`src/rvv_config.svh`:
```
`ifndef RVV_CONFIG_SVH
`define RVV_CONFIG_SVH

// Input instruction lanes
`define ISSUE_LANE 4

// Decode, execute and retire width
`define NUM_EX 2

// Command queue entries, a power of two
`define CQ_DEPTH 8

`define VLEN 128
`define SEW 8
`define NUM_VREG 32
`define INST_W 32

`endif
```
`src/rvv_pkg.sv`:
```
`include "rvv_config.svh"

package rvv_pkg;

    typedef logic [`VLEN-1:0]   vreg_t;
    typedef logic [4:0]         vreg_idx_t;
    typedef logic [`INST_W-1:0] rvv_cmd_t;

    typedef enum logic [2:0] {
        OP_ADD,
        OP_SUB,
        OP_AND,
        OP_OR,
        OP_XOR,
        OP_ILLEGAL
    } alu_op_e;

    // OPIVV encodings
    localparam logic [6:0] OPC_OPV  = 7'b1010111;
    localparam logic [2:0] F3_OPIVV = 3'b000;

    localparam logic [5:0] F6_VADD = 6'b000000;
    localparam logic [5:0] F6_VSUB = 6'b000010;
    localparam logic [5:0] F6_VAND = 6'b001001;
    localparam logic [5:0] F6_VOR  = 6'b001010;
    localparam logic [5:0] F6_VXOR = 6'b001011;

endpackage

```
`src/rvv_ifs.sv`:
```
`timescale 1ns/1ps
`include "rvv_config.svh"

// Two oldest command queue entries towards decode
interface cq_if;
    import rvv_pkg::*;

    rvv_cmd_t data0;
    rvv_cmd_t data1;
    logic     empty;
    logic     one_left;
    logic     pop0;
    logic     pop1;

    modport fifo (output data0, data1, empty, one_left, input pop0, pop1);
    modport dec  (input data0, data1, empty, one_left, output pop0, pop1);
endinterface

// Lane0 vs1, vs2, then lane1 vs1, vs2
interface vrf_rd_if;
    import rvv_pkg::*;

    vreg_idx_t [2*`NUM_EX-1:0] rs_idx;
    vreg_t     [2*`NUM_EX-1:0] rs_data;

    modport dec (output rs_idx, input rs_data);
    modport vrf (input rs_idx, output rs_data);
endinterface

interface uop_if;
    import rvv_pkg::*;

    logic      [`NUM_EX-1:0] valid;
    alu_op_e   [`NUM_EX-1:0] op;
    vreg_idx_t [`NUM_EX-1:0] vd;
    vreg_t     [`NUM_EX-1:0] src1;
    vreg_t     [`NUM_EX-1:0] src2;

    modport dec (output valid, op, vd, src1, src2);
    modport alu (input valid, op, vd, src1, src2);
endinterface


```
`src/rvv_decode.sv`:
```
`timescale 1ns/1ps
`include "rvv_config.svh"

module rvv_decode (
    cq_if.dec     cq,
    vrf_rd_if.dec rd,
    uop_if.dec    uop
);
    import rvv_pkg::*;

    rvv_cmd_t  cmd [`NUM_EX];
    alu_op_e   op  [`NUM_EX];
    vreg_idx_t vs1 [`NUM_EX];
    vreg_idx_t vs2 [`NUM_EX];
    vreg_idx_t vd  [`NUM_EX];
    logic      raw_hazard;

    function automatic alu_op_e decode_op(input rvv_cmd_t c);
        alu_op_e res;
        res = OP_ILLEGAL;
        if (c[6:0] == OPC_OPV && c[14:12] == F3_OPIVV) begin
            case (c[31:26])
                F6_VADD: res = OP_ADD;
                F6_VSUB: res = OP_SUB;
                F6_VAND: res = OP_AND;
                F6_VOR:  res = OP_OR;
                F6_VXOR: res = OP_XOR;
                default: res = OP_ILLEGAL;
            endcase
        end
        return res;
    endfunction

    assign cmd[0] = cq.data0;
    assign cmd[1] = cq.data1;

    always_comb begin
        for (int l = 0; l < `NUM_EX; l++) begin
            op[l]  = decode_op(cmd[l]);
            vs1[l] = cmd[l][19:15];
            vs2[l] = cmd[l][24:20];
            vd[l]  = cmd[l][11:7];
        end
    end

    // Lane1 waits a cycle if it reads what a legal lane0 writes
    assign raw_hazard = (op[0] != OP_ILLEGAL) && (vs1[1] == vd[0] || vs2[1] == vd[0]);

    assign cq.pop0 = !cq.empty;
    assign cq.pop1 = !cq.empty && !cq.one_left && !raw_hazard;

    always_comb begin
        for (int l = 0; l < `NUM_EX; l++) begin
            rd.rs_idx[2*l]     = vs1[l];
            rd.rs_idx[2*l + 1] = vs2[l];
            uop.op[l]          = op[l];
            uop.vd[l]          = vd[l];
            uop.src1[l]        = rd.rs_data[2*l];
            uop.src2[l]        = rd.rs_data[2*l + 1];
        end
    end

    assign uop.valid = {cq.pop1, cq.pop0};

endmodule

```
`src/flat_wrapper.sv`:
```
// flat-port wrapper written by rule: the top's interface ports become plain ports
module rvv_decode_flat import rvv_pkg::*;
  (cq_data0, cq_data1, cq_empty, cq_one_left, cq_pop0, cq_pop1, rd_rs_idx, rd_rs_data, uop_valid, uop_op, uop_vd, uop_src1, uop_src2);
  cq_if cq_i ();
  vrf_rd_if rd_i ();
  uop_if uop_i ();
  input wire logic [$bits(cq_i.data0)-1:0] cq_data0;
  input wire logic [$bits(cq_i.data1)-1:0] cq_data1;
  input wire logic [$bits(cq_i.empty)-1:0] cq_empty;
  input wire logic [$bits(cq_i.one_left)-1:0] cq_one_left;
  output wire logic [$bits(cq_i.pop0)-1:0] cq_pop0;
  output wire logic [$bits(cq_i.pop1)-1:0] cq_pop1;
  output wire logic [$bits(rd_i.rs_idx)-1:0] rd_rs_idx;
  input wire logic [$bits(rd_i.rs_data)-1:0] rd_rs_data;
  output wire logic [$bits(uop_i.valid)-1:0] uop_valid;
  output wire logic [$bits(uop_i.op)-1:0] uop_op;
  output wire logic [$bits(uop_i.vd)-1:0] uop_vd;
  output wire logic [$bits(uop_i.src1)-1:0] uop_src1;
  output wire logic [$bits(uop_i.src2)-1:0] uop_src2;
  assign cq_i.data0 = cq_data0;
  assign cq_i.data1 = cq_data1;
  assign cq_i.empty = cq_empty;
  assign cq_i.one_left = cq_one_left;
  assign cq_pop0 = cq_i.pop0;
  assign cq_pop1 = cq_i.pop1;
  assign rd_rs_idx = rd_i.rs_idx;
  assign rd_i.rs_data = rd_rs_data;
  assign uop_valid = uop_i.valid;
  assign uop_op = uop_i.op;
  assign uop_vd = uop_i.vd;
  assign uop_src1 = uop_i.src1;
  assign uop_src2 = uop_i.src2;
  rvv_decode u_core (.cq(cq_i), .rd(rd_i), .uop(uop_i));
endmodule
```
`config.mk`:
```
export PLATFORM = sky130hd
export DESIGN_NAME = rvv_decode_flat
export DESIGN_NICKNAME = d
export VERILOG_FILES = /design/src/rvv_pkg.sv /design/src/rvv_ifs.sv /design/src/rvv_decode.sv /design/src/flat_wrapper.sv
export VERILOG_INCLUDE_DIRS = /design/src /design/src/src
export SDC_FILE = /design/constraint.sdc
export NUM_CORES = 1
export LEC_CHECK = 0
export BUFFER_PORTS_ARGS = -buffer_cell sky130_fd_sc_hd__buf_2
export CORE_AREA = 2 2 434 436
export DETAILED_ROUTE_END_ITERATION = 8
export DIE_AREA = 0 0 436 438
export GPL_TIMING_DRIVEN = 0
export SLEW_MARGIN = 20
export SYNTH_ARGS = -nofsm -noshare
export SYNTH_HDL_FRONTEND = slang
export SYNTH_SLANG_ARGS = --single-unit
```
`constraint.sdc`:
```
create_clock -name vclk -period 1
set_clock_uncertainty 0.15 [all_clocks]
set_input_delay 0.05 -clock vclk [all_inputs]
set_output_delay 0.05 -clock vclk [all_outputs]
set_load 0.005 [all_outputs]
```
==> results of run 1 <==
[synth_stat cells, drive strengths merged]
cell | instances | area, sq um
and4bb | 1 | 12.5
nor4 | 1 | 12.5
nand2 | 6 | 22.5
xor2 | 2 | 17.5
nor3 | 3 | 15.0
a21oi | 3 | 15.0
and3 | 1 | 6.26
buf | 544 | 4080
nor2b | 1 | 6.26
o22ai | 1 | 6.26
nand4 | 2 | 12.5
nor3b | 1 | 12.5
and4b | 1 | 10.0
a311oi | 1 | 8.76
or2 | 2 | 12.5
inv | 2 | 7.51
xnor2 | 11 | 96.3
a21o | 1 | 7.51
or2b | 1 | 7.51
nor2 | 5 | 18.8
a31oi | 1 | 6.26
nand3 | 3 | 15.0
[cell families after synthesis]
group / Yosys count / synth area share, %
simple gates: 28 / 3.71
compound gates: 7 / 0.993
xor+xnor: 13 / 2.58
buf+inv: 546 / 92.7
==> summary.md, run 1 <==
| Metric | Value |
|---|---|
| Run status | `stopped before the end` |
| Mapped Avg Cell Area | `7.43 sq um` |
| Syn Std Cell Area | `4410 sq um` |
| Portion of the post-synthesis area used by sequential elements | `0%` |
| Floorplan die height | `438 microns` |
| Net count after synthesis | `1172` |
| Number of cell rows | `159` |
| Total I/O pin count | `1130` |
| Error that stopped the run | `[ERROR GPL-0305] RePlAce diverged during gradient descent calculation, resulting in an invalid step length (Inf or NaN). This is often caused by numerical instability ...` |
| Instance count of the mapped netlist | `594` |
| Starting density of the core | `2.36%` |
| Yosys synthesis warning count | `0` |
| Port bufs | `601` |
| Stopping stage | `3_3_place_gp` |
| Chip Width | `436 microns` |
| Count of different cell masters after synthesis | `22` |
==> inputs of run 2 (changes only) <==
Settings changed: CORE_AREA 2 2 434 436 to 2 2 439 441, DIE_AREA 0 0 436 438 to 0 0 441 443, PLACE_DENSITY_LB_ADDON set to 0.15.
Clock period 1 ns to 1.3 ns, I/O delays scaled along.
==> run 2 against run 1 <==
Compared with the run above: the flow now finishes, with violations (setup timing); synthesized area unchanged; synthesized cell count unchanged.
==> summary.md, run 2 <==
| Metric | Value |
|---|---|
| Min setup slack post-route | `-207 ps` |
| Total power consumption of the routed design | `0.00339 W` |
| Tightest slew margin relative to the limit | `75.4%` |
| Critical path required time | `1090 ps` |
| Number of clock buffers in the layout | `0` |
| HPWL reported at the end of detailed placement | `94.7 mm` |
| Final slew viol count | `0` |
| Net count after synthesis | `1172 (unchanged)` |
| Portion of the post-synthesis area used by sequential elements | `0% (unchanged)` |
| Area Overhead vs Synth | `144%` |
| # setup viols final | `2` |
| Chip Width | `441 microns (was 436 microns)` |
| Power per cell area | `315 nW/um^2` |
| Post-DR wirelength/cell | `25.8 microns` |
| Antenna Nets Post-Route | `0` |
| Category of the worst setup path launch point | `primary input` |
| Post-place instance area | `10600 sq um` |
| Maximum ir drop on the vdd rail | `71.3 uV` |
| Number of antenna violations at the first check in global routing | `78` |
| # nets final | `1778` |
| Most common cell after layout, fill and taps aside | `buf_2` |
| Worst Hold Margin | `146 ps` |
| Commonest cells after routing, fill and taps aside | `591 x buf_2, 546 x buf_4, 11 x xnor2_1, 10 x buf_6, 6 x nand2_1` |
| Max-capacitance violation count | `0` |
| Setup repair after global routing missed its margin | `true` |
| Setup crit end kind | `primary output` |
| First-pass GRT wire length | `106 mm` |
| Number of hold-slack violations in the final timing report | `0` |
| Pin count of the biggest net entering global routing | `8` |
| Cell type contributing the most total cell area after synthesis | `buf_4 (unchanged)` |
| Mapped Avg Cell Area | `7.43 sq um (unchanged)` |
| Violations in the final reports | `setup timing` |
| Setup_tns | `-412 ps` |
| Path type of the worst min-delay path | `in -> out` |
| Detailed-route vias per instance | `1.57` |
| P_leak | `5.13 nW` |
| Instance count of the mapped netlist | `594 (unchanged)` |
| Run status | `finished, violations left (was stopped before the end)` |
| Number of cell rows | `161 (was 159)` |
| Total number of vias | `5869` |
| Slew at the pin closest to its max-slew limit | `369 ps` |
| Starting density of the core | `2.31% (was 2.36%)` |
| Largest fanout on the critical path | `4` |
| Final worst path period share | `116%` |
| Number of global-route vias before repair | `5655` |
| Total I/O pin count | `1130 (unchanged)` |
| Syn Std Cell Area | `4410 sq um (unchanged)` |
| Number of hold buffers added after cts | `0` |
| Sequential cell count | `0` |
| Sum of overflow across all layers after global routing | `0` |
| Port bufs | `601 (unchanged)` |
| Final Instance Area | `10800 sq um` |
| WP data arrival | `1290 ps` |
| Placeable core area | `191000 sq um` |
| Worst setup path category | `in -> out` |
| List of most frequent post-synthesis cells | `544 x buf_4, 11 x xnor2_1, 6 x nand2_1, 5 x nor2_1 (unchanged)` |
| GRT Util Overall | `9.22%` |
| Floorplan die height | `443 microns (was 438 microns)` |
| Yosys synthesis warning count | `0 (unchanged)` |
| Fin crit period | `1510 ps` |
| Drt drc | `0` |
| Area share of the largest cell type after synthesis | `92.5% (unchanged)` |
| Layout cell share with drive strength beyond 1 | `96.3%` |
| Area enclosed by the die boundary | `195000 sq um` |
| Register Area | `0 sq um` |
| Peak Freq | `0.664 GHz` |
| Final weighted congestion of routability-driven global placement | `0.982` |
| Count of different cell masters after synthesis | `22 (unchanged)` |
| Most frequently used cell type in the post-synthesis netlist | `buf_4 (unchanged)` |
| TritonRoute pass-1 iters | `6` |
| DRC violation total after the first TritonRoute iteration | `355` |
| Top cells by area in the synthesized netlist | `buf_4 93%, xnor2_1 2.2%, nand2_1 0.51% (unchanged)` |
| Wirelength, routed | `96.3 mm` |
| Worst slack after detailed placement | `-819 ps` |
==> run 2: layout make-up <==
cell class | count | area, sq um
Antenna cell | 13 | 32.5
Buffer | 544 | 4080
Fill cell | 22710 | 180000
Inverter | 2 | 7.51
Multi-Input combinational cell | 48 | 377
Tap cell | 2526 | 3160
Timing Repair Buffer | 604 | 3100
==> run 2: kinds of logic (layout without fill, tap and decap cells) <==
family	count (synthesis)	in the layout	synth area share, %
AOI/OAI and AO/OA	7	7	0.993
xor gates and xnor gates	13	13	2.58
buffers and inverters	546	1150	92.7
other	0	13	0
and+or+nand+nor	28	28	3.71
==> run 2: per-layer routing <==
layer	part of all wire [%]	routed length, microns	global-route usage [%]	up-vias
met3	15	14900	6.30	132
met2	47	45600	15.6	623
met4	1.4	1310	0.688	12
li1	-	-	-	2490
met1	36	34400	9.75	2612
met5	0.082	79	0	-
==> run 2: path summary, 6_finish.rpt <==
| kind | startpoint | end | depth (start not counted) |
|---|---|---|---|
| max | cq_data0[6] | cq_pop1 | 8 |
| min | rd_rs_data[510] | uop_src2[254] | 2 |
==> run 2: worst max-delay path, cell delays in order <==
cell,delay [ps]
buf_8,100
and4bb_1,190
nand4_1,100
buf_6,140
a21oi_4,40
a311oi_4,380
buf_4,190
buf_6,90
==> run 2: what timing repair did <==
action / CTS / global route
setup endpoints to repair: 7 / 6
hold endpoints to repair: 0 / 0
resized for setup: 11 / 15
buffers inserted: 3 / 1
pin swaps: 5 / 4
cloned: 0 / 0
==> run 2: where the power goes <==
part	internal (W)	switching (W)	leakage, nW	total, W
sequential	0	0	0	0
clock	0.00000000114	0	0.0000824	0.00000000114
combinational	0.00172	0.00167	5.13	0.00339
==> run 2: through the flow <==
stage,std cells,util (%)
floorplan,594,-
global placement,3721,5.54
detailed placement,3721,5.54
CTS,3724,5.58
global route,3726,5.61
finish,3737,5.63
No activity file was read; power rests on OpenSTA's default activity.
