### src/rvv_config.svh
`ifndef RVV_CONFIG_SVH
`define RVV_CONFIG_SVH

// Input instruction lanes
`define ISSUE_LANE 4

// Decode, execute and retire width
`define NUM_EX 2

// Command queue entries, a power of two
`define CQ_DEPTH 8

`define VLEN 128
`define SEW 8
`define NUM_VREG 32
`define INST_W 32

`endif
### src/rvv_pkg.sv
`include "rvv_config.svh"

package rvv_pkg;

    typedef logic [`VLEN-1:0]   vreg_t;
    typedef logic [4:0]         vreg_idx_t;
    typedef logic [`INST_W-1:0] rvv_cmd_t;

    typedef enum logic [2:0] {
        OP_ADD,
        OP_SUB,
        OP_AND,
        OP_OR,
        OP_XOR,
        OP_ILLEGAL
    } alu_op_e;

    // OPIVV encodings
    localparam logic [6:0] OPC_OPV  = 7'b1010111;
    localparam logic [2:0] F3_OPIVV = 3'b000;

    localparam logic [5:0] F6_VADD = 6'b000000;
    localparam logic [5:0] F6_VSUB = 6'b000010;
    localparam logic [5:0] F6_VAND = 6'b001001;
    localparam logic [5:0] F6_VOR  = 6'b001010;
    localparam logic [5:0] F6_VXOR = 6'b001011;

endpackage

### src/rvv_ifs.sv
`timescale 1ns/1ps
`include "rvv_config.svh"


interface uop_if;
    import rvv_pkg::*;

    logic      [`NUM_EX-1:0] valid;
    alu_op_e   [`NUM_EX-1:0] op;
    vreg_idx_t [`NUM_EX-1:0] vd;
    vreg_t     [`NUM_EX-1:0] src1;
    vreg_t     [`NUM_EX-1:0] src2;

    modport dec (output valid, op, vd, src1, src2);
    modport alu (input valid, op, vd, src1, src2);
endinterface

interface wb_if;
    import rvv_pkg::*;

    logic      [`NUM_EX-1:0] valid;
    vreg_idx_t [`NUM_EX-1:0] vd;
    vreg_t     [`NUM_EX-1:0] data;
    logic      [`NUM_EX-1:0] illegal;

    modport alu (output valid, vd, data, illegal);
    modport vrf (input valid, vd, data, illegal);
endinterface

### src/rvv_alu.sv
`timescale 1ns/1ps
`include "rvv_config.svh"

module rvv_alu (
    input logic clk,
    input logic rst_n,
    uop_if.alu  uop,
    wb_if.alu   wb
);
    import rvv_pkg::*;

    localparam int NUM_ELEM = `VLEN / `SEW;

    vreg_t [`NUM_EX-1:0] res;

    // vs2 op vs1 per element, sums and differences wrap
    always_comb begin : lane_ops
        logic [`SEW-1:0] a;
        logic [`SEW-1:0] b;
        res = '0;
        for (int l = 0; l < `NUM_EX; l++) begin
            for (int e = 0; e < NUM_ELEM; e++) begin
                a = uop.src2[l][e*`SEW +: `SEW];
                b = uop.src1[l][e*`SEW +: `SEW];
                case (uop.op[l])
                    OP_ADD:  res[l][e*`SEW +: `SEW] = a + b;
                    OP_SUB:  res[l][e*`SEW +: `SEW] = a - b;
                    OP_AND:  res[l][e*`SEW +: `SEW] = a & b;
                    OP_OR:   res[l][e*`SEW +: `SEW] = a | b;
                    OP_XOR:  res[l][e*`SEW +: `SEW] = a ^ b;
                    default: res[l][e*`SEW +: `SEW] = '0;
                endcase
            end
        end
    end

    always_ff @(posedge clk) begin
        if (!rst_n) begin
            wb.valid   <= '0;
            wb.illegal <= '0;
        end else begin
            wb.valid <= uop.valid;
            for (int l = 0; l < `NUM_EX; l++) begin
                wb.illegal[l] <= (uop.op[l] == OP_ILLEGAL);
            end
        end
    end

    always_ff @(posedge clk) begin
        wb.vd   <= uop.vd;
        wb.data <= res;
    end

endmodule

### src/flat_wrapper.sv
// flat-port wrapper written by rule: the top's interface ports become plain ports
module rvv_alu_flat import rvv_pkg::*;
  (clk, rst_n, uop_valid, uop_op, uop_vd, uop_src1, uop_src2, wb_valid, wb_vd, wb_data, wb_illegal);
  uop_if uop_i ();
  wb_if wb_i ();
  input logic clk;
  input logic rst_n;
  input wire logic [$bits(uop_i.valid)-1:0] uop_valid;
  input wire logic [$bits(uop_i.op)-1:0] uop_op;
  input wire logic [$bits(uop_i.vd)-1:0] uop_vd;
  input wire logic [$bits(uop_i.src1)-1:0] uop_src1;
  input wire logic [$bits(uop_i.src2)-1:0] uop_src2;
  output wire logic [$bits(wb_i.valid)-1:0] wb_valid;
  output wire logic [$bits(wb_i.vd)-1:0] wb_vd;
  output wire logic [$bits(wb_i.data)-1:0] wb_data;
  output wire logic [$bits(wb_i.illegal)-1:0] wb_illegal;
  assign uop_i.valid = uop_valid;
  assign uop_i.op = uop_op;
  assign uop_i.vd = uop_vd;
  assign uop_i.src1 = uop_src1;
  assign uop_i.src2 = uop_src2;
  assign wb_valid = wb_i.valid;
  assign wb_vd = wb_i.vd;
  assign wb_data = wb_i.data;
  assign wb_illegal = wb_i.illegal;
  rvv_alu u_core (.clk(clk), .rst_n(rst_n), .uop(uop_i), .wb(wb_i));
endmodule
### config.mk
export PLATFORM = sky130hd
export DESIGN_NAME = rvv_alu_flat
export DESIGN_NICKNAME = d
export VERILOG_FILES = /design/src/rvv_pkg.sv /design/src/rvv_ifs.sv /design/src/rvv_alu.sv /design/src/flat_wrapper.sv
export VERILOG_INCLUDE_DIRS = /design/src /design/src/src
export SDC_FILE = /design/constraint.sdc
export NUM_CORES = 1
export LEC_CHECK = 0
export BUFFER_PORTS_ARGS = -buffer_cell sky130_fd_sc_hd__buf_2
export CAP_MARGIN = 25
export CORE_AREA = 2 2 316 318
export DETAILED_ROUTE_END_ITERATION = 8
export DIE_AREA = 0 0 318 320
export SYNTH_ARGS = -nofsm -noshare
export SYNTH_HDL_FRONTEND = slang
export SYNTH_SLANG_ARGS = --single-unit
### constraint.sdc
create_clock -name clk -period 8.4 [get_ports clk]
set_input_delay 1.26 -clock clk [delete_from_list [all_inputs] [get_ports clk]]
set_output_delay 1.26 -clock clk [all_outputs]
set_load 0.005 [all_outputs]
[Word-level counts from Yosys, hierarchy flattened]
Cells that the tools add are included.
Operators by class
  $add $sub $neg: 64
  equality and inequality tests: 10
  mux-type cells: 32
  bitwise gates (word level): 96
  reductions and logical operators: 2
Operators with widths (number)
  $pmux 8 s5: 32
  $add 8x8->8: 32
  $and 8x8->8: 32
  $or 8x8->8: 32
  $sub 8x8->8: 32
  $xor 8x8->8: 32
  $eq 3x2->1 const B: 4
  $eq 3x3->1 const B: 4
  $eq 3x1->1 const B: 2
  $logic_not 3->1: 2
Word-level totals
  flip-flop bits (word level): 270
  output and inout port bits: 270
  word-level logic and storage cells: 210

[Longest topological paths before layout]
Gate-level depths: netlist of run 1.
  word-level depth: 2
  gate-level depth with buffers: 15

[Worst setup path after synthesis of run 1]
OpenSTA, ideal clock, no wires.
  kind: input to register
  start: input uop_op[0]
  end: register u_core.wb.data[62]
  library setup time: 87 ps
  arrival time: 3615 ps
  data required time: 8313 ps
  slack: 4698 ps
  cell stages on the path: 14
  path buffers: 4
  path through: buf_2 > or3b_1 > buf_6 > clkbuf_1 > buf_2 > nand2_1 > o21ai_0 > fa_1 > nor2b_1 > o21ai_0 > a21boi_0 > o21a_1 > nor3_1 > o31ai_1
RTL lines
  start, declared: line flat_wrapper.sv:9  | input wire logic [$bits(uop_i.op)-1:0] uop_op;
  end signal, assigned: line rvv_alu.sv:51  | wb.data <= res;
  end, declared: line rvv_ifs.sv:26  | modport alu (output valid, vd, data, illegal);

==> results of run 1 <==
how the worst min path moves through the flow:
stage / to / slack (ns) / depth (start not counted)
CTS: u_core.wb.vd[2]$_DFF_P_ / 0.69 / 1
finish: u_core.wb.vd[5]$_DFF_P_ / 0.74 / 1
global placement: u_core.wb.vd[3]$_DFF_P_ / 1.36 / 1
detailed placement: u_core.wb.vd[8]$_DFF_P_ / 1.36 / 1
floorplan: u_core.wb.vd[0]$_DFF_P_ / 1.29 / 0
global route: u_core.wb.vd[5]$_DFF_P_ / 0.70 / 1
cell type report:
cell class | instances | area (µm²)
antenna | 55 | 138
sequential | 270 | 5410
fill | 10200 | 58600
tap | 1287 | 1610
timing repair buffer | 827 | 4220
multi-input combinational | 2925 | 24200
clock buffer | 65 | 1280
clock inverter | 14 | 134
inverter | 646 | 2420
placed cells by master (no fill, tap or decap), types with 43 or more instances in the layout:
| cell | count |
|---|---|
| a21oi_1 | 149 |
| a211oi_1 | 45 |
| inv_1 | 646 |
| dfxtp_1 | 270 |
| o22ai_1 | 43 |
| mux2i_1 | 60 |
| xor2_1 | 80 |
| nor2_1 | 159 |
| diode_2 | 55 |
| buf_2 | 799 |
| a31oi_1 | 154 |
| ha_1 | 768 |
| a22oi_1 | 171 |
| clkbuf_16 | 43 |
| o21ai_0 | 267 |
| nor3_1 | 77 |
| o221ai_1 | 64 |
| a21o_1 | 47 |
| xnor2_1 | 288 |
| nand2_1 | 198 |
per-layer routing:
metal | track usage (%) | vias to the layer above | part of all wire (%)
li1 | - | 15300 | -
met1 | 27.8 | 14600 | 40
met2 | 39.7 | 1036 | 46
met3 | 8.21 | 298 | 9.0
met4 | 11.5 | 76 | 4.7
met5 | 0 | - | 0.40
sequential cells by signal (all words and copies together) (netlist names):
register	count
u_core.wb.valid	2
u_core.wb.vd	10
u_core.wb.illegal	2
u_core.wb.data	256
per-stage QoR:
step	setup WS, ns	std cells	utilization [%]
floorplan	4.70	4012	-
global placement	2.91	5955	38.7
detailed placement	2.89	5955	38.7
CTS	3.54	6034	40.1
global route	3.20	6077	40.2
finish	3.48	6089	40.2
power by group through the flow:
stage               Sequential [µW]  Combinational [µW]  Clock, µW
global placement               1580                2200          0
floorplan                      1570                1390          0
CTS                            1560                2250       1940
global route                   1570                2520       1980
detailed placement             1580                2230          0
finish                         1550                2240       1870
cell usage after synthesis (43+ instances only):
cell and instances:
nand2_1 198, o221ai_1 64, clkbuf_1 100, xor2_1 80
buf_2 44, mux2i_1 60, a21o_1 47, xnor2_1 288
nor2_1 162, a211oi_1 45, o22ai_1 43, a22oi_1 171
nor3_1 77, ha_1 768, a21oi_1 149, dfxtp_1 270
inv_1 646, o21ai_0 267, a31oi_1 154
worst max-delay path, cell delays in order:
cell and delay [ns]:
buf_2 0.11, buf_4 0.33, nor2_4 0.75, and2_4 0.79
buf_4 0.44, nor2_1 0.09, xnor2_1 0.14, ha_1 0.33
nor2b_1 0.15, o21ai_0 0.24, a21boi_0 0.15, o21a_1 0.20
o21a_1 0.17, o31ai_1 0.18
kinds of logic after synthesis:
| group | Yosys count | synth area share [%] |
|---|---|---|
| AO/OA/AOI/OAI | 1107 | 22.1 |
| buffers and inverters | 817 | 9.62 |
| adder cells (fa/ha/maj) | 800 | 31.3 |
| AND/OR/NAND/NOR | 563 | 7.82 |
| XOR/XNOR | 368 | 9.85 |
| flip-flops | 270 | 16.5 |
| multiplexers | 87 | 2.76 |
==> flow_summary_export.csv, run 1 <==
group,metric,value,unit
yosys,synth_cell_types,49,
finish,drive_above_1_share,20.0,%
clock_tree,cts-resized-gates,0,
power,leakage,0.0204,µW
yosys,netlist.area_leader.share,29.4,%
sta,fin_crit_sh,58.6,%
global_route,grt-ovfl-total,0,
yosys,netlist_instances,4012,
global_route,track_usage,24.0,%
clock_tree,root_buffer,"clkbuf_16",
sta,final.setup.tns,0,ns
clock_tree,clkSlewWorstSetupHoldPaths,0.06,ns
global_route,grt_pass1_vias,30600,
yosys,synth_area,0.0327,mm²
power,p_total,5660,µW
clock_tree,clock-sinks,270,
yosys,synth_fp_nets,5344,
setup_path,crit_required,8.92,ns
sta,hold_violations,0,
setup_path,endpoint_kind,"flip-flop",
sta,period_needed,4.92,ns
clock_tree,cts-htree-levels,2,
hold_path,hp-start,"uop_vd[5]",
placed_design,dp_hpwl,98800,µm
die,io_pins,802,
power,seqPwrFrac,27.4,%
setup_path,cp_max_fo,57,
finish,design_area,0.0394,mm²
yosys,yosysTopAreaCell,"ha_1",
finish,nNetsFinal,6045,
die,coreArea,0.0980,mm²
setup_path,crit_start,"uop_op[1]",
flow_run,drv_cap,0,
route,drt-pass1-iter-count,6,
setup_path,crit_end,"u_core.wb.data[62]$_DFF_P_",
power,p_per_area,144,mW/mm²
sta,fmax,203,MHz
yosys,synth-seq-cells,270,
placed_design,port_buffers,801,
die,die-area,0.102,mm²
setup_path,cp-start-kind,"input pin",
yosys,ys_seq_area_share,16.5,%
die,die_y,320,µm
sta,slew_headroom,37.4,%
die,die_w,318,µm
clock_tree,cts_max_path_buffers,3,
yosys,async_flop_share,0,%
placed_design,placed_cell_area,0.0379,mm²
setup_path,worstPathArrival,5.44,ns
sta,max_slew.worst_pin.slew,0.939,ns
hold_path,hold_class,"in -> reg",
setup_path,criticalPathCategory,"in -> reg",
clock_tree,numCtsBuffers,43,
route,drtIter0Drc,1610,
yosys,synth-main-ff-cell,"dfxtp_1",
sta,rsz0062_at_grt,"no",
power,swShare,37.6,%
placed_design,gp_congestion,0.929,
global_route,antenna_found_initial,95,
sta,setup_violations,0,
yosys,synth-edff-count,0,
global_route,grt_max_degree,78,
sta,slew_viol_final,0,
finish,syn2layout_area_growth,20.5,%
sta,holdWs,0.744,ns
global_route,grt_pass1_wl,189000,µm
route,num_vias,31300,
route,vias_per_cell,5.15,
yosys,ys_warn_count,0,
route,drtAntennaViolNets,0,
power,clock_power_share,33.0,%
die,initial_core_util,33.4,%
clock_tree,cts_tree,"done",
route,drc_errors,0,
clock_tree,post_cts_buffers,0,
power,peakVddDrop,0.146,mV
run_status,status,"completed",
yosys,postSynthAreaPerCell,8.16,µm²
power,p_sw,2130,µW
die,rows,115,
route,totalWireLength,127000,µm
route,wl_per_cell,20.8,µm
yosys,synthTopCellsByArea,"ha_1 (29%), dfxtp_1 (17%), xnor2_1 (7.7%)",
clock_tree,hold_buffers,0,
power,combPwrFrac,39.6,%
power,internal_power,3530,µW
No activity file was read; power rests on OpenSTA's default activity.
==> inputs of run 2 (changes only) <==
Clock period 8.4 ns to 4.9 ns, I/O delays scaled along.
==> run 2 against run 1 <==
Against the previous run: power rose by 71%; core utilization grew 0.19 points; final area grew 0.47%; setup slack worse by 1.8 ns; die area unchanged; critical path depth unchanged; via count increased by 0.51%; sequential share of layout area down 0.064 points; sequential power rose by 72%; critical path type unchanged.
==> flow_summary_export.csv, run 2 (synthesis results as in run 1) <==
group,metric,value,unit
die,initial_core_util,33.4,%
clock_tree,root_buffer,"clkbuf_16",
die,rows,115,
placed_design,dp_hpwl,101000,µm
global_route,grt-ovfl-total,0,
sta,slew_headroom,41.9,%
setup_path,crit_required,5.42,ns
setup_path,critPathTopFamily,"compound AO/OA/AOI/OAI gates",
setup_path,cp-start-kind,"input pin",
die,io_pins,802,
global_route,met1_usage,28.8,%
finish,layout_commonest_cell,"buf_2",
route,drtIter0Drc,1824,
hold_path,hold_class,"in -> reg",
route,drc_errors,0,
power,swShare,37.4,%
setup_path,criticalPathCategory,"in -> reg",
sta,final.setup.tns,0,ns
setup_path,endpoint_kind,"flip-flop",
route,num_vias,31500,
sta,period_needed,3.20,ns
setup_path,cp_slowest_stage_delay,0.41,ns
hold_path,holdPathStages,1,
finish,largest-register,"u_core.wb.data",
die,die-area,0.102,mm²
die,coreArea,0.0980,mm²
global_route,track_usage,24.3,%
sta,hold_violations,0,
sta,setup_violations,0,
setup_path,critPathBufInv,3,
route,drt-pass1-iter-count,5,
power,seqPwrFrac,27.4,%
clock_tree,cts_max_path_buffers,3,
sta,rsz0062_at_grt,"no",
clock_tree,numCtsBuffers,42,
clock_tree,hold_buffers,0,
placed_design,gp_congestion,0.948,
finish,nNetsFinal,6061,
setup_path,cp_max_fo,28,
finish,top_regs,"u_core.wb.data (256), u_core.wb.vd (10)",
power,p_total,9710,µW
power,peakVddDrop,0.215,mV
clock_tree,cts-resized-gates,0,
placed_design,port_buffers,801,
flow_run,drv_cap,0,
finish,drive_above_1_share,20.2,%
route,drtAntennaViolNets,0,
route,totalWireLength,128000,µm
finish,largest_reg_flops,256,
route,wl_per_cell,21.0,µm
die,die_w,318,µm
power,p_per_area,245,mW/mm²
clock_tree,cts-htree-levels,2,
die,die_y,320,µm
clock_tree,post_cts_buffers,0,
finish,syn2layout_area_growth,21.0,%
power,p_sw,3630,µW
clock_tree,cts_tree,"done",
setup_path,slowest_stage,"buf_4",
global_route,antenna_found_initial,89,
finish,final_cell_mix,"buf_2 (799), ha_1 (768), inv_1 (646)",
power,internal_power,6080,µW
power,clock_power_share,32.5,%
global_route,met3_usage,7.78,%
sta,fmax,313,MHz
global_route,grt_pass1_wl,191000,µm
setup_path,crit_chain,"buf_2 > buf_4 > nor2_4 > and2_4 > buf_4 > nor2_1 > xnor2_1 > ha_1 > nor2b_1 > o21ai_0 > a21boi_0 > o21a_1 > o21a_1 > o31ai_1",
setup_path,worstPathArrival,3.72,ns
power,combPwrFrac,40.1,%
global_route,grt.busiest_layer,"met2",
sta,max_slew.worst_pin.slew,0.872,ns
run_status,status,"completed",
route,vias_per_cell,5.17,
sta,fin_crit_sh,65.3,%
power,leakage,0.0205,µW
global_route,globalRouteMet2Util,39.5,%
setup_path,path_depth,14,
finish,n_fill_cell,10000,
sta,slew_viol_final,0,
global_route,grt_max_degree,139,
global_route,grt_pass1_vias,30600,
clock_tree,clkSlewWorstSetupHoldPaths,0.06,ns
clock_tree,clock-sinks,270,
hold_path,hp-start,"uop_vd[5]",
hold_path,min_to,"u_core.wb.vd[5]$_DFF_P_",
[run 2: cell types whose count changed in the layout (fill, tap and decap cells not counted)]
cell	delta
clkinv_2	-1
inv_16	-2
clkbuf_8	-5
clkinvlp_4	-1
diode_2	+1
inv_6	-1
buf_12	+8
bufinv_16	+2
clkbuf_1	-2
clkinv_8	+2
buf_4	+9
[run 2: power by group through the flow]
stage | clock network [µW] | logic, µW | registers [µW]
CTS | 3250 | 3890 | 2670
global route | 3330 | 4380 | 2680
global placement | 0 | 3820 | 2710
finish | 3160 | 3890 | 2660
detailed placement | 0 | 3870 | 2710
floorplan | 0 | 2380 | 2690
[run 2: layout make-up]
type                            instances  area (µm²)  area share, %
Inverter                              646        2420           6.12
Clock buffer                           58        1200           3.04
Antenna cell                           56         140          0.354
Multi-Input combinational cell       2925       24200           61.1
Tap cell                             1287        1610           4.07
Timing Repair Buffer                  844        4440           11.2
Sequential cell                       270        5410           13.6
Clock inverter                         13         165          0.417
[run 2: metrics by stage]
step                      hold WS (ns)  worst slack, ns  cell area (µm²)  std cells  util, %
after floorplan                  0.763             1.72            32700       4012        -
after global placement           0.837             1.16            38100       5972     38.9
after detailed placement         0.839             1.09            38100       5972     38.9
after CTS                        0.183             1.76            39500       6043     40.3
after global routing             0.180             1.46            39600       6085     40.4
final                            0.235             1.70            39600       6099     40.4
[run 2: worst max path at each step]
stage / from / to / slack (ns)
after floorplan: uop_op[0] / u_core.wb.data[62]$_DFF_P_ / 1.72
after global placement: uop_op[2] / u_core.wb.data[119]$_DFF_P_ / 1.16
final: uop_op[1] / u_core.wb.data[62]$_DFF_P_ / 1.70
after global routing: uop_op[2] / u_core.wb.data[127]$_DFF_P_ / 1.46
after detailed placement: uop_op[2] / u_core.wb.data[127]$_DFF_P_ / 1.09
after CTS: uop_op[1] / u_core.wb.data[62]$_DFF_P_ / 1.76
[run 2: layer usage]
layer / part of all wire (%) / wire [µm]
met5: 0.27 / 343
met4: 5.1 / 6480
met3: 9.0 / 11500
met2: 45 / 57500
met1: 41 / 52000
==> inputs of run 3 (changes only) <==
Clock period 4.9 ns to 3.05 ns, I/O delays scaled along.
==> run 3 against run 2 <==
Against the previous run: hold slack lost 0.17 ns; setup slack lost 1.1 ns; sequential power grew 61%; combinational power grew 68%; sequential share of layout area shrank 0.35 points; first-iteration DRC count shrank 5.6%; power grew 65%; count of clock-buffer cells in the layout shrank 2; clock power grew 66%; final area grew 2.6%; core utilization grew 1.1 points; global-route usage shrank 0.13 points; largest cell class unchanged; largest power group unchanged.
==> flow_summary_export.csv, run 3 (synthesis results as in run 1) <==
group,metric,value,unit
clock_tree,clock-sinks,270,
finish,n_fill_cell,10000,
clock_tree,cts-resized-gates,0,
finish,largest_reg_flops,256,
route,drc_errors,0,
power,p_sw,5970,µW
clock_tree,hold_buffers,10,
finish,final_cell_mix,"buf_2 (799), ha_1 (768), inv_1 (646)",
clock_tree,numCtsBuffers,42,
power,combPwrFrac,40.8,%
flow_run,drv_cap,0,
route,vias_per_cell,5.16,
sta,holdWs,0.0693,ns
hold_path,hold_class,"in -> reg",
route,m1WireLength,52400,µm
setup_path,criticalPathCategory,"in -> reg",
finish,layout_commonest_cell,"buf_2",
finish,top_regs,"u_core.wb.data (256), u_core.wb.vd (10)",
clock_tree,cts_max_path_buffers,3,
sta,setup_slack,0.616,ns
global_route,grt-ovfl-total,0,
sta,period_needed,2.43,ns
placed_design,port_buffers,801,
power,p_per_area,395,mW/mm²
sta,hold_violations,0,
sta,slew_viol_final,0,
placed_design,gp_congestion,0.935,
die,die_y,320,µm
setup_path,cp_max_fo,33,
power,clock_power_share,32.6,%
sta,fin_crit_sh,79.8,%
route,drt-pass1-iter-count,5,
setup_path,endpoint_kind,"flip-flop",
clock_tree,clkSlewWorstSetupHoldPaths,0.06,ns
run_status,status,"completed",
global_route,track_usage,24.2,%
die,coreArea,0.0980,mm²
power,swShare,37.2,%
route,totalWireLength,128000,µm
power,seqPwrFrac,26.7,%
sta,setup_violations,0,
setup_path,worstPathArrival,2.95,ns
sta,max_slew.worst_pin.slew,1.03,ns
route,num_vias,32000,
finish,nNetsFinal,6169,
global_route,grt_pass1_vias,31000,
hold_path,hp-start,"uop_valid[0]",
route,drtIter0Drc,1721,
power,leakage,0.0211,µW
die,rows,115,
clock_tree,cts_tree,"done",
die,io_pins,802,
clock_tree,cts-htree-levels,2,
finish,design_area,0.0407,mm²
global_route,antenna_found_initial,94,
finish,syn2layout_area_growth,24.3,%
finish,drive_above_1_share,22.0,%
setup_path,crit_required,3.57,ns
route,wl_met3,10500,µm
sta,final.setup.tns,0,ns
placed_design,placed_cell_area,0.0390,mm²
finish,largest-register,"u_core.wb.data",
die,die-area,0.102,mm²
route,wl_per_cell,20.6,µm
clock_tree,post_cts_buffers,0,
route,route.met2.wl,59600,µm
clock_tree,root_buffer,"clkbuf_16",
setup_path,cp-start-kind,"input pin",
placed_design,dp_hpwl,101000,µm
die,die_w,318,µm
placed_design,preCtsSetupSlack,-0.00720,ns
power,internal_power,10100,µW
hold_path,holdPathStages,2,
die,initial_core_util,33.4,%
global_route,grt_max_degree,145,
sta,slew_headroom,31.4,%
global_route,grt_pass1_wl,190000,µm
sta,rsz0062_at_grt,"no",
sta,fmax,411,MHz
route,highest_layer,"met5",
hold_path,min_to,"u_core.wb.valid[0]$_SDFF_PN0_",
finish,fin_util,41.5,%
route,drtAntennaViolNets,0,
power,peakVddDrop,0.411,mV
## run 3: cell types whose count changed in the layout (fill, tap and decap cells not counted), sizes merged, moves of 2 or more
cell	previous run	this run
inv	646	648
buf	843	941
clkinvlp	1	4
clkbuf	59	57
dlygate4sd3	0	10
## run 3: per-stage QoR
step / cells / power, µW
2_1_floorplan: 4012 / 8140
3_5_place_dp: 6070 / 10900
3_3_place_gp: 6070 / 10800
5_1_grt: 6196 / 17100
4_1_cts: 6155 / 16300
6_report: 6210 / 16000
## run 3: final cells by class
class | instances | area [µm²] | share of cell area [%]
Inverter | 646 | 2420 | 5.96
Sequential cell | 270 | 5410 | 13.3
Clock buffer | 56 | 1210 | 2.98
Tap cell | 1287 | 1610 | 3.96
Multi-Input combinational cell | 2925 | 24200 | 59.6
Clock inverter | 19 | 231 | 0.569
Timing Repair Buffer | 952 | 5420 | 13.3
Antenna cell | 55 | 138 | 0.338
## run 3: worst max-delay path: stages
cell	delay [ns]
buf_2	0.12
or3b_2	0.53
buf_12	0.21
buf_4	0.16
nand2_1	0.05
o21ai_0	0.14
fa_1	0.44
nor2b_1	0.11
o21ai_0	0.10
a21boi_0	0.21
o21a_1	0.15
nor3_1	0.05
o31ai_1	0.21
## run 3: worst max-delay path by stage
| stage | start | endpoint | slack (ns) | cells after the start |
|---|---|---|---|---|
| after floorplan | uop_op[0] | u_core.wb.data[70]$_DFF_P_ | 0.15 | 14 |
| after global placement | uop_op[2] | u_core.wb.data[102]$_DFF_P_ | 0.04 | 13 |
| after detailed placement | uop_op[2] | u_core.wb.data[119]$_DFF_P_ | -0.007 | 12 |
| after CTS | uop_op[2] | u_core.wb.data[119]$_DFF_P_ | 0.66 | 12 |
| after global routing | uop_op[2] | u_core.wb.data[110]$_DFF_P_ | 0.39 | 13 |
| final | uop_op[2] | u_core.wb.data[102]$_DFF_P_ | 0.62 | 13 |
## run 3: per-layer routing
layer / global-route usage [%] / vias up
li1: - / 15600
met4: 9.88 / 64
met5: 0 / -
met2: 41.1 / 1052
met3: 7.04 / 290
met1: 28.4 / 15000
## run 3: power by group through the flow
| stage | registers (µW) | logic (µW) | clock network (µW) |
|---|---|---|---|
| finish | 4280 | 6540 | 5230 |
| global route | 4310 | 7310 | 5500 |
| CTS | 4280 | 6550 | 5440 |
| detailed placement | 4350 | 6500 | 0 |
| global placement | 4360 | 6420 | 0 |
| floorplan | 4320 | 3820 | 0 |
